--- src/video_config.svh ---
`ifndef VIDEO_CONFIG_SVH
`define VIDEO_CONFIG_SVH

//////////////////////////////
// Widths and delays
//////////////////////////////
`define VID_CNT_W        11 // Raster counter bits
`define SW_W             4  // Mode switch bits
`define DEBOUNCE_CYCLES  64 // Stable cycles before a switch value is taken
`define GO_DELAY         16 // Accepted change to synthesizer go

//////////////////////////////
// Raster per mode
//////////////////////////////
// 640x480@60, 25 MHz
`define VGA_HPIXELS      640
`define VGA_HFP          16
`define VGA_HSW          96
`define VGA_HBP          48
`define VGA_VLINES       480
`define VGA_VFP          11
`define VGA_VSW          2
`define VGA_VBP          31

// 800x600@60, 40 MHz
`define SVGA_HPIXELS     800
`define SVGA_HFP         40
`define SVGA_HSW         128
`define SVGA_HBP         88
`define SVGA_VLINES      600
`define SVGA_VFP         1
`define SVGA_VSW         4
`define SVGA_VBP         23

// 1024x768@60, 65 MHz
`define XGA_HPIXELS      1024
`define XGA_HFP          24
`define XGA_HSW          136
`define XGA_HBP          160
`define XGA_VLINES       768
`define XGA_VFP          3
`define XGA_VSW          6
`define XGA_VBP          29

`define HDTV720P_HPIXELS 1280 // 1280x720@60, 74.25 MHz
`define HDTV720P_HFP     110
`define HDTV720P_HSW     40
`define HDTV720P_HBP     220
`define HDTV720P_VLINES  720
`define HDTV720P_VFP     5
`define HDTV720P_VSW     5
`define HDTV720P_VBP     20

`define SXGA_HPIXELS     1280 // 1280x1024@60, 108 MHz
`define SXGA_HFP         48
`define SXGA_HSW         112
`define SXGA_HBP         248
`define SXGA_VLINES      1024
`define SXGA_VFP         1
`define SXGA_VSW         3
`define SXGA_VBP         38

`define CAMERA_HPIXELS   1280 // Camera variant of 720p
`define CAMERA_HFP       110
`define CAMERA_HSW       39
`define CAMERA_HBP       220
`define CAMERA_VLINES    720
`define CAMERA_VFP       4
`define CAMERA_VSW       4
`define CAMERA_VBP       22

//////////////////////////////
// Synthesizer M/D, minus one
//////////////////////////////
`define VGA_M            1
`define VGA_D            3
`define SVGA_M           3
`define SVGA_D           4
`define XGA_M            12
`define XGA_D            9
`define SXGA_M           53
`define SXGA_D           24
`define CAMERA_M         134
`define CAMERA_D         90
`define HDTV720P_M       247 // Also the fallback for unlisted codes
`define HDTV720P_D       166

`endif
--- src/clk_pkg.sv ---
`default_nettype none

package clk_pkg;

	// One synthesizer field, stored as value minus one
	typedef logic [7:0] prog_val_t;

	// Programming word for the pixel clock synthesizer
	typedef struct packed {
		prog_val_t m; // Multiplier
		prog_val_t d; // Divider
	} clk_prog_t;

endpackage

`default_nettype wire

--- src/vid_pkg.sv ---
`default_nettype none

`include "video_config.svh"

package vid_pkg;

	// Switch codes, anything unlisted falls back to 720p
	typedef enum logic [`SW_W-1:0] {
		VGA      = 4'b0000,
		SVGA     = 4'b0001,
		XGA      = 4'b0011,
		HDTV720P = 4'b0010,
		SXGA     = 4'b1000,
		CAMERA   = 4'b1001
	} mode_e;

	typedef logic [`VID_CNT_W-1:0] count_t; // Pixel or line count

	// End-of-region counts, each is the last count inside its region
	typedef struct packed {
		count_t hsblnk; // Last live pixel
		count_t hssync; // Last front porch pixel
		count_t hesync; // Last sync pixel
		count_t heblnk; // Last pixel of the line
		count_t vsblnk; // Last live line
		count_t vssync;
		count_t vesync;
		count_t veblnk; // Last line of the frame
		logic   neg_sync; // Sync active low
	} timing_t;

	// Raster outputs
	typedef struct packed {
		logic hsync;
		logic vsync;
		logic de;
	} sync_t;

endpackage

`default_nettype wire

--- src/video_top.sv ---
`default_nettype none
`timescale 1ns/10ps

`include "video_config.svh"

module video_top (
	input  wire                clk50m_bufg,
	input  wire                RSTBTN,
	input  wire  [`SW_W-1:0]   sw,       // Mode switches
	output vid_pkg::mode_e     mode,
	output clk_pkg::clk_prog_t clk_prog, // Pixel clock M/D
	output logic               go,       // Synthesizer program strobe
	output vid_pkg::sync_t     video
);

	logic [`SW_W-1:0] sw_stable;
	logic             sw_change;
	vid_pkg::timing_t timing;
	logic             restart;

	switch_conditioner u_switch (
		.clk50m_bufg (clk50m_bufg),
		.RSTBTN      (RSTBTN),
		.sw          (sw),
		.sw_stable   (sw_stable),
		.sw_change   (sw_change)
	);

	mode_control u_mode (
		.clk50m_bufg (clk50m_bufg),
		.RSTBTN      (RSTBTN),
		.sw_stable   (sw_stable),
		.sw_change   (sw_change),
		.mode        (mode),
		.timing      (timing),
		.restart     (restart),
		.clk_prog    (clk_prog),
		.go          (go)
	);

	video_timing u_timing (
		.clk50m_bufg (clk50m_bufg),
		.RSTBTN      (RSTBTN),
		.timing      (timing),
		.restart     (restart),
		.video       (video)
	);

endmodule

`default_nettype wire

--- src/video_timing.sv ---
`default_nettype none
`timescale 1ns/10ps

module video_timing (
	input  wire              clk50m_bufg,
	input  wire              RSTBTN,
	input  vid_pkg::timing_t timing,  // Held by mode control
	input  wire              restart, // Start a new frame
	output vid_pkg::sync_t   video
);

	vid_pkg::count_t hcount; // Pixel within line
	vid_pkg::count_t vcount; // Line within frame
	logic            h_end;
	logic            hs_raw; // Sync before polarity
	logic            vs_raw;
	logic            active; // Inside the live window
	vid_pkg::sync_t  stage1;

	//////////////////////////////
	// Raster counters
	//////////////////////////////
	assign h_end = (hcount >= timing.heblnk); // Also catches a shorter new table

	always_ff @(posedge clk50m_bufg) begin
		if (RSTBTN || restart) begin
			hcount <= '0;
			vcount <= '0;
		end else if (h_end) begin
			hcount <= '0;
			if (vcount >= timing.veblnk)
				vcount <= '0; // Frame wrap
			else
				vcount <= vcount + 1'b1;
		end else begin
			hcount <= hcount + 1'b1;
		end
	end

	//////////////////////////////
	// Blanking and sync decode
	//////////////////////////////
	assign active = (hcount <= timing.hsblnk) && (vcount <= timing.vsblnk);
	assign hs_raw = (hcount > timing.hssync) && (hcount <= timing.hesync);
	assign vs_raw = (vcount > timing.vssync) && (vcount <= timing.vesync);

	// Two stages, polarity applied in the first
	always_ff @(posedge clk50m_bufg) begin
		if (RSTBTN) begin
			stage1 <= '0; // Inactive for 720p positive sync
			video  <= '0;
		end else begin
			stage1.hsync <= hs_raw ^ timing.neg_sync;
			stage1.vsync <= vs_raw ^ timing.neg_sync;
			stage1.de    <= active;
			video        <= stage1;
		end
	end

	// Live pixels and sync pulse never overlap at the pins
	a_de_outside_sync: assert property (@(posedge clk50m_bufg) disable iff (RSTBTN)
		video.de |-> !$past(hs_raw, 2));

endmodule

`default_nettype wire

--- src/mode_control.sv ---
`default_nettype none
`timescale 1ns/10ps

`include "video_config.svh"

module mode_control (
	input  wire               clk50m_bufg,
	input  wire               RSTBTN,
	input  wire  [`SW_W-1:0]  sw_stable,
	input  wire               sw_change,
	output vid_pkg::mode_e    mode,
	output vid_pkg::timing_t  timing,   // Table for the raster counters
	output logic              restart,  // Counters back to zero
	output clk_pkg::clk_prog_t clk_prog, // Held M/D for the synthesizer
	output logic              go        // Program request, one cycle
);

	vid_pkg::mode_e        new_mode;
	logic [`GO_DELAY-1:0]  go_sr; // Delay line for the request

	// Unlisted codes map to 720p
	function automatic vid_pkg::mode_e decode_mode(input logic [`SW_W-1:0] code);
		case (code)
			vid_pkg::VGA, vid_pkg::SVGA, vid_pkg::XGA, vid_pkg::SXGA, vid_pkg::CAMERA:
				return vid_pkg::mode_e'(code);
			default:
				return vid_pkg::HDTV720P;
		endcase
	endfunction

	// Running sums of region lengths, minus one for zero-based counters
	function automatic vid_pkg::timing_t build_timing(
		input int   hpix,
		input int   hfp,
		input int   hsw,
		input int   hbp,
		input int   vlin,
		input int   vfp,
		input int   vsw,
		input int   vbp,
		input logic neg
	);
		vid_pkg::timing_t t;
		t.hsblnk   = vid_pkg::count_t'(hpix - 1);
		t.hssync   = vid_pkg::count_t'(hpix - 1 + hfp);
		t.hesync   = vid_pkg::count_t'(hpix - 1 + hfp + hsw);
		t.heblnk   = vid_pkg::count_t'(hpix - 1 + hfp + hsw + hbp); // Line wraps here
		t.vsblnk   = vid_pkg::count_t'(vlin - 1);
		t.vssync   = vid_pkg::count_t'(vlin - 1 + vfp);
		t.vesync   = vid_pkg::count_t'(vlin - 1 + vfp + vsw);
		t.veblnk   = vid_pkg::count_t'(vlin - 1 + vfp + vsw + vbp);
		t.neg_sync = neg;
		return t;
	endfunction

	function automatic vid_pkg::timing_t mode_timing(input vid_pkg::mode_e m);
		case (m)
			vid_pkg::VGA: return build_timing(`VGA_HPIXELS, `VGA_HFP, `VGA_HSW, `VGA_HBP,
				`VGA_VLINES, `VGA_VFP, `VGA_VSW, `VGA_VBP, 1'b1); // Negative sync
			vid_pkg::SVGA: return build_timing(`SVGA_HPIXELS, `SVGA_HFP, `SVGA_HSW, `SVGA_HBP,
				`SVGA_VLINES, `SVGA_VFP, `SVGA_VSW, `SVGA_VBP, 1'b0);
			vid_pkg::XGA: return build_timing(`XGA_HPIXELS, `XGA_HFP, `XGA_HSW, `XGA_HBP,
				`XGA_VLINES, `XGA_VFP, `XGA_VSW, `XGA_VBP, 1'b1); // Negative sync
			vid_pkg::SXGA: return build_timing(`SXGA_HPIXELS, `SXGA_HFP, `SXGA_HSW, `SXGA_HBP,
				`SXGA_VLINES, `SXGA_VFP, `SXGA_VSW, `SXGA_VBP, 1'b0);
			vid_pkg::CAMERA: return build_timing(`CAMERA_HPIXELS, `CAMERA_HFP, `CAMERA_HSW,
				`CAMERA_HBP, `CAMERA_VLINES, `CAMERA_VFP, `CAMERA_VSW, `CAMERA_VBP, 1'b0);
			default: return build_timing(`HDTV720P_HPIXELS, `HDTV720P_HFP, `HDTV720P_HSW,
				`HDTV720P_HBP, `HDTV720P_VLINES, `HDTV720P_VFP, `HDTV720P_VSW,
				`HDTV720P_VBP, 1'b0);
		endcase
	endfunction

	function automatic clk_pkg::clk_prog_t build_prog(input int m, input int d);
		clk_pkg::clk_prog_t p;
		p.m = clk_pkg::prog_val_t'(m);
		p.d = clk_pkg::prog_val_t'(d);
		return p;
	endfunction

	function automatic clk_pkg::clk_prog_t mode_prog(input vid_pkg::mode_e m);
		case (m)
			vid_pkg::VGA:    return build_prog(`VGA_M, `VGA_D);
			vid_pkg::SVGA:   return build_prog(`SVGA_M, `SVGA_D);
			vid_pkg::XGA:    return build_prog(`XGA_M, `XGA_D);
			vid_pkg::SXGA:   return build_prog(`SXGA_M, `SXGA_D);
			vid_pkg::CAMERA: return build_prog(`CAMERA_M, `CAMERA_D);
			default:         return build_prog(`HDTV720P_M, `HDTV720P_D);
		endcase
	endfunction

	assign new_mode = decode_mode(sw_stable);
	assign go       = go_sr[`GO_DELAY-1]; // Oldest stage

	//////////////////////////////
	// Mode latch and go delay
	//////////////////////////////
	always_ff @(posedge clk50m_bufg) begin
		if (RSTBTN) begin
			mode     <= vid_pkg::HDTV720P; // 720p until the first request lands
			timing   <= mode_timing(vid_pkg::HDTV720P);
			clk_prog <= mode_prog(vid_pkg::HDTV720P);
			restart  <= 1'b0;
			go_sr    <= '0;
		end else begin
			restart <= sw_change; // Same cycle as the table update
			go_sr   <= {go_sr[`GO_DELAY-2:0], sw_change};
			if (sw_change) begin
				mode     <= new_mode;
				timing   <= mode_timing(new_mode);
				clk_prog <= mode_prog(new_mode);
			end
		end
	end

	// Synthesizer takes exactly one request per change
	a_go_single: assert property (@(posedge clk50m_bufg) disable iff (RSTBTN)
		go |=> !go);

endmodule

`default_nettype wire

--- src/switch_conditioner.sv ---
`default_nettype none
`timescale 1ns/10ps

`include "video_config.svh"

module switch_conditioner (
	input  wire              clk50m_bufg,
	input  wire              RSTBTN,
	input  wire  [`SW_W-1:0] sw,        // Raw switches, asynchronous
	output logic [`SW_W-1:0] sw_stable, // Last accepted code
	output logic             sw_change  // One cycle per accepted code
);

	localparam int DB_W = $clog2(`DEBOUNCE_CYCLES);

	logic [`SW_W-1:0] sw_meta;   // First sync stage
	logic [`SW_W-1:0] sw_sync;   // Second sync stage
	logic [`SW_W-1:0] sw_last;   // Previous synchronized value
	logic [DB_W-1:0]  db_cnt;    // Cycles the candidate has held
	logic             init_pend; // Power-up request still owed
	logic             cand_ok;

	//////////////////////////////
	// Synchronizer
	//////////////////////////////
	always_ff @(posedge clk50m_bufg) begin
		sw_meta <= sw;
		sw_sync <= sw_meta;
		sw_last <= sw_sync;
	end

	// New value, unchanged since last cycle
	assign cand_ok = (sw_sync == sw_last) && (sw_sync != sw_stable);

	//////////////////////////////
	// Debounce and accept
	//////////////////////////////
	always_ff @(posedge clk50m_bufg) begin
		if (RSTBTN) begin
			sw_stable <= sw_sync; // Start from the switches as held in reset
			db_cnt    <= '0;
			init_pend <= 1'b1;
			sw_change <= 1'b0;
		end else if (init_pend) begin
			sw_stable <= sw_sync; // First request after reset
			db_cnt    <= '0;
			init_pend <= 1'b0;
			sw_change <= 1'b1;
		end else if (!cand_ok) begin
			db_cnt    <= '0; // Bounce or no change, start over
			sw_change <= 1'b0;
		end else if (db_cnt == DB_W'(`DEBOUNCE_CYCLES - 1)) begin
			sw_stable <= sw_sync;
			db_cnt    <= '0;
			sw_change <= 1'b1;
		end else begin
			db_cnt    <= db_cnt + 1'b1;
			sw_change <= 1'b0;
		end
	end

	// Mode control relies on isolated change pulses
	a_change_single: assert property (@(posedge clk50m_bufg) disable iff (RSTBTN)
		sw_change |=> !sw_change);

endmodule

`default_nettype wire

--- config.mk ---
export PLATFORM = sky130hd
export DESIGN_NAME = video_top
export DESIGN_NICKNAME = d
export VERILOG_FILES = /design/src/clk_pkg.sv /design/src/vid_pkg.sv /design/src/video_top.sv /design/src/video_timing.sv /design/src/mode_control.sv /design/src/switch_conditioner.sv
export VERILOG_INCLUDE_DIRS = /design/src /design/src/src
export SDC_FILE = /design/constraint.sdc
export NUM_CORES = 1
export LEC_CHECK = 0
export BUFFER_PORTS_ARGS = -buffer_cell sky130_fd_sc_hd__buf_4
export CORE_MARGIN = 10
export CORE_UTILIZATION = 50
export CTS_CLUSTER_SIZE = 14
export DETAILED_ROUTE_END_ITERATION = 8
export HOLD_SLACK_MARGIN = 0.1
export MAX_ROUTING_LAYER = met4
export PLACE_DENSITY_LB_ADDON = 0.05
export SLEW_MARGIN = 20
export SYNTH_ARGS = -nofsm -noshare
export SYNTH_HDL_FRONTEND = slang
export SYNTH_SLANG_ARGS = --single-unit
--- constraint.sdc ---
create_clock -name clk50m_bufg -period 2.7 [get_ports clk50m_bufg]
set_input_delay 0.81 -clock clk50m_bufg [delete_from_list [all_inputs] [get_ports clk50m_bufg]]
set_output_delay 0.81 -clock clk50m_bufg [all_outputs]
set_load 0.03 [all_outputs]
==> results.yml <==
sta:
  setup_tns_ns: 0
  max_freq_mhz: 411.8
  hold_viol: 0
  period_minus_slack_ns: 2.429
  skew_ns: 0.007902
  rsz0062_at_grt: "no"
  worst-slew-pin-transition_ns: 0.6925
  slew_headroom_pct: 52.64
  timing.final.crit_share_pct: 89.95
  slew_violations: 0
  setup_viol: 0
synthesis:
  synthTopCellsByArea: "dfxtp_1 (40%), ha_1 (15%), a21oi_1 (3.8%), nor2_1 (3.5%), nand2_1 (3.2%)"
  yosys_warnings: 0
  synth_top_family_by_area: "simple AND/OR/NAND/NOR gates"
  synthCells: 574
  synth-compound-area-share_pct: 14.23
  yosys.area_share.adder_pct: 14.59
  ys_ff_latch: 108
  yosysUniqueCellTypes: 60
  ys.flop_type: "dfxtp_1"
  synthArstFlopShare_pct: 0
  yosys.area_share.simple_pct: 17.87
  yosys.area.top_type: "dfxtp_1"
  avgSynthCellArea_um2: 9.114
  yosys-top-cells-count: "dfxtp_1 (104), ha_1 (61), nor2_1 (49)"
  synth_nets: 641
  synth_most_common_cell: "dfxtp_1"
  synth_edf_count: 4
  synth_xor_area_share_pct: 4.688
  synthMuxAreaShare_pct: 0.4066
  yosysTopAreaCellShare_pct: 39.80
  ys_seq_area_share_pct: 42.10
  synth_area_um2: 5231
die:
  die_x_um: 122.3
  core_um2: 10280
  pin_count: 30
  die_y_um: 122.3
  rows: 37
  start_util_pct: 50.90
  die_area_um2: 14950
final_layout:
  drive_above_1_share_pct: 11.00
  fillerInstances: 988
  multiInputGateArea_um2: 2709
  diodes: 0
  nets: 662
  area_growth_pct: 9.376
  utilization_pct: 55.67
  register_area_um2: 2202
setup_path:
  crit_path_end_kind: "flip-flop"
  critPathKind: "reg2reg"
  cp.arrival_ns: 2.75
  cp-start-kind: "flip-flop"
  cp_max_fo: 12
  required_ns: 3.02
power:
  intPower_w: 0.002099
  p_comb_share_pct: 8.7
  ir_drop_v: 0.0003176
  power.density_nw_per_um2: 507.5
  swShare_pct: 27.71
  p_seq_share_pct: 58.1
  clkPwrFrac_pct: 33.2
  p_switching_w: 0.0008045
  p_leak_nw: 2.551
clocking:
  post_cts_buffers: 0
  cts_buffers: 9
  clkTransAtPathRegs_ns: 0.11
  cts_root_buf: "clkbuf_8"
  cts_resized: 0
  cts_tree: "built"
  h-tree-depth: 3
  cts_sinks: 108
  ctsLongestPathBuffers: 2
  postCtsHoldBufs: 0
  clk_latency_ns: 0.38
drt:
  ant_nets: 0
  wl_per_cell_um: 16.47
  drcViolationCount: 0
  drt_iter0_drc: 210
  vias: 4023
  wl_um: 12130
  dr.pass1.iters: 5
  vias_per_cell: 5.466
global_route:
  antenna_found_initial: 0
  top_usage_layer: "met2"
  met1_usage_pct: 23.17
  grt_pass1_wl_um: 20230
  gr-total-overflow: 0
  grt_pass1_vias: 3931
  grt_max_degree: 39
  met2_usage_pct: 26.88
  gr-usage-met3_pct: 2.342
  grtUsageTotal_pct: 17.62
worst_hold_path:
  hold_path_class: "reg2reg"
run_status:
  status: "finished, final reports clean"
place:
  place_congestion: 0.9495
  io_buffers: 29
  hpwl_um: 9245
run:
  cap_violations: 0
==> state kept, by name, summed over array words and instances, names as in the netlist, 3 cells and up <==
signal,count
u_timing.vcount,11
u_switch.sw_sync,4
u_switch.db_cnt,6
u_mode.clk_prog,12
u_timing.stage1,3
u_switch.sw_last,4
u_mode.timing,24
u_timing.hcount,11
u_switch.sw_stable,4
u_mode.go_sr,16
u_switch.sw_meta,4
u_mode.mode,4
u_timing.video,3
==> layer usage <==
layer	part of all wire [%]	wire length, um
met1	49	5896
met2	46	5535
met3	3.8	463
met4	1.9	231
met5	0	0
==> kinds of logic (layout without fill, tap and decap cells) <==
family	Yosys count	count (layout)
compound gates	116	116
xor+xnor	28	28
fa+ha+maj	61	61
buf+inv	71	97
flops	108	108
mux	2	2
simple gates	188	188
==> stage by stage <==
step | setup WS, ns | total power (W) | hold slack [ns] | instance area, um^2 | instances
finish | 0.2714 | 0.002904 | 0.3376 | 5722 | 736
global route | 0.04692 | 0.003041 | 0.3477 | 5722 | 736
CTS | 0.2681 | 0.002939 | 0.3379 | 5722 | 736
detailed placement | 0.3345 | 0.001978 | 0.3121 | 5532 | 720
global placement | 0.4052 | 0.001975 | 0.3101 | 5532 | 720
floorplan | 0.6872 | 0.001900 | 0.3096 | 5231 | 574
==> worst paths after layout <==
path | from | to | slack, ns | cells past startpoint
worst min-delay path | u_switch.sw_meta[0]$_DFF_P_ | u_switch.sw_sync[0]$_DFF_P_ | 0.34 | 0
worst max-delay path | u_mode.clk_prog[0]$_SDFFE_PP0P_ | u_timing.hcount[8]$_SDFF_PP0_ | 0.27 | 8
worst max register to register | u_mode.clk_prog[0]$_SDFFE_PP0P_ | u_timing.hcount[8]$_SDFF_PP0_ | 0.27 | 8
worst min register to register | u_switch.sw_meta[0]$_DFF_P_ | u_switch.sw_sync[0]$_DFF_P_ | 0.34 | 0
==> cells in the final DEF, fill, tap and decap left out, types with 3 or more instances in the layout <==
| cell | synthesis | layout |
|---|---|---|
| a22oi_1 | 5 | 5 |
| o21ai_0 | 22 | 22 |
| nand2b_1 | 12 | 12 |
| edfxtp_1 | 4 | 4 |
| nor2b_1 | 22 | 22 |
| nand4_1 | 9 | 9 |
| and3_1 | 6 | 6 |
| xor2_1 | 16 | 16 |
| nor2_1 | 49 | 49 |
| o211ai_1 | 10 | 10 |
| xnor2_1 | 12 | 12 |
| or3_1 | 5 | 5 |
| a211oi_1 | 6 | 6 |
| ha_1 | 61 | 61 |
| clkbuf_8 | 0 | 9 |
| nand3_1 | 24 | 24 |
| nand2_1 | 44 | 44 |
| buf_4 | 12 | 39 |
| dfxtp_1 | 104 | 104 |
| a21o_1 | 10 | 10 |
| inv_1 | 41 | 41 |
| inv_6 | 0 | 3 |
| a21oi_1 | 40 | 40 |
| a2111oi_0 | 4 | 4 |
==> power by group through the flow <==
stage	combinational, W	sequential [W]	clock (W)
final	0.000252	0.00169	0.000964
after global routing	0.000283	0.00169	0.00106
after CTS	0.000255	0.00169	0.000996
after detailed placement	0.000253	0.00172	0
after global placement	0.000251	0.00172	0
after floorplan	0.000183	0.00172	0
==> critical path: stages (launching register included) <==
cell       delay, ns
dfxtp_1         0.45
inv_1           0.15
ha_1            0.24
a2111oi_0       0.42
o31ai_1         0.16
o21ai_2         0.14
and2_1          0.42
nand2_2         0.22
a21oi_1         0.17
==> final cells by class <==
| cell class | instances | share of cell area (%) |
|---|---|---|
| clock buffers | 9 | 2.165 |
| flip-flops and latches | 108 | 38.49 |
| well taps | 136 | 2.974 |
| clock inverters | 7 | 1.159 |
| inverters | 42 | 2.755 |
| multi-input cells | 395 | 47.34 |
| repair buffers | 39 | 5.117 |
Power figures use the tool's default switching activity.
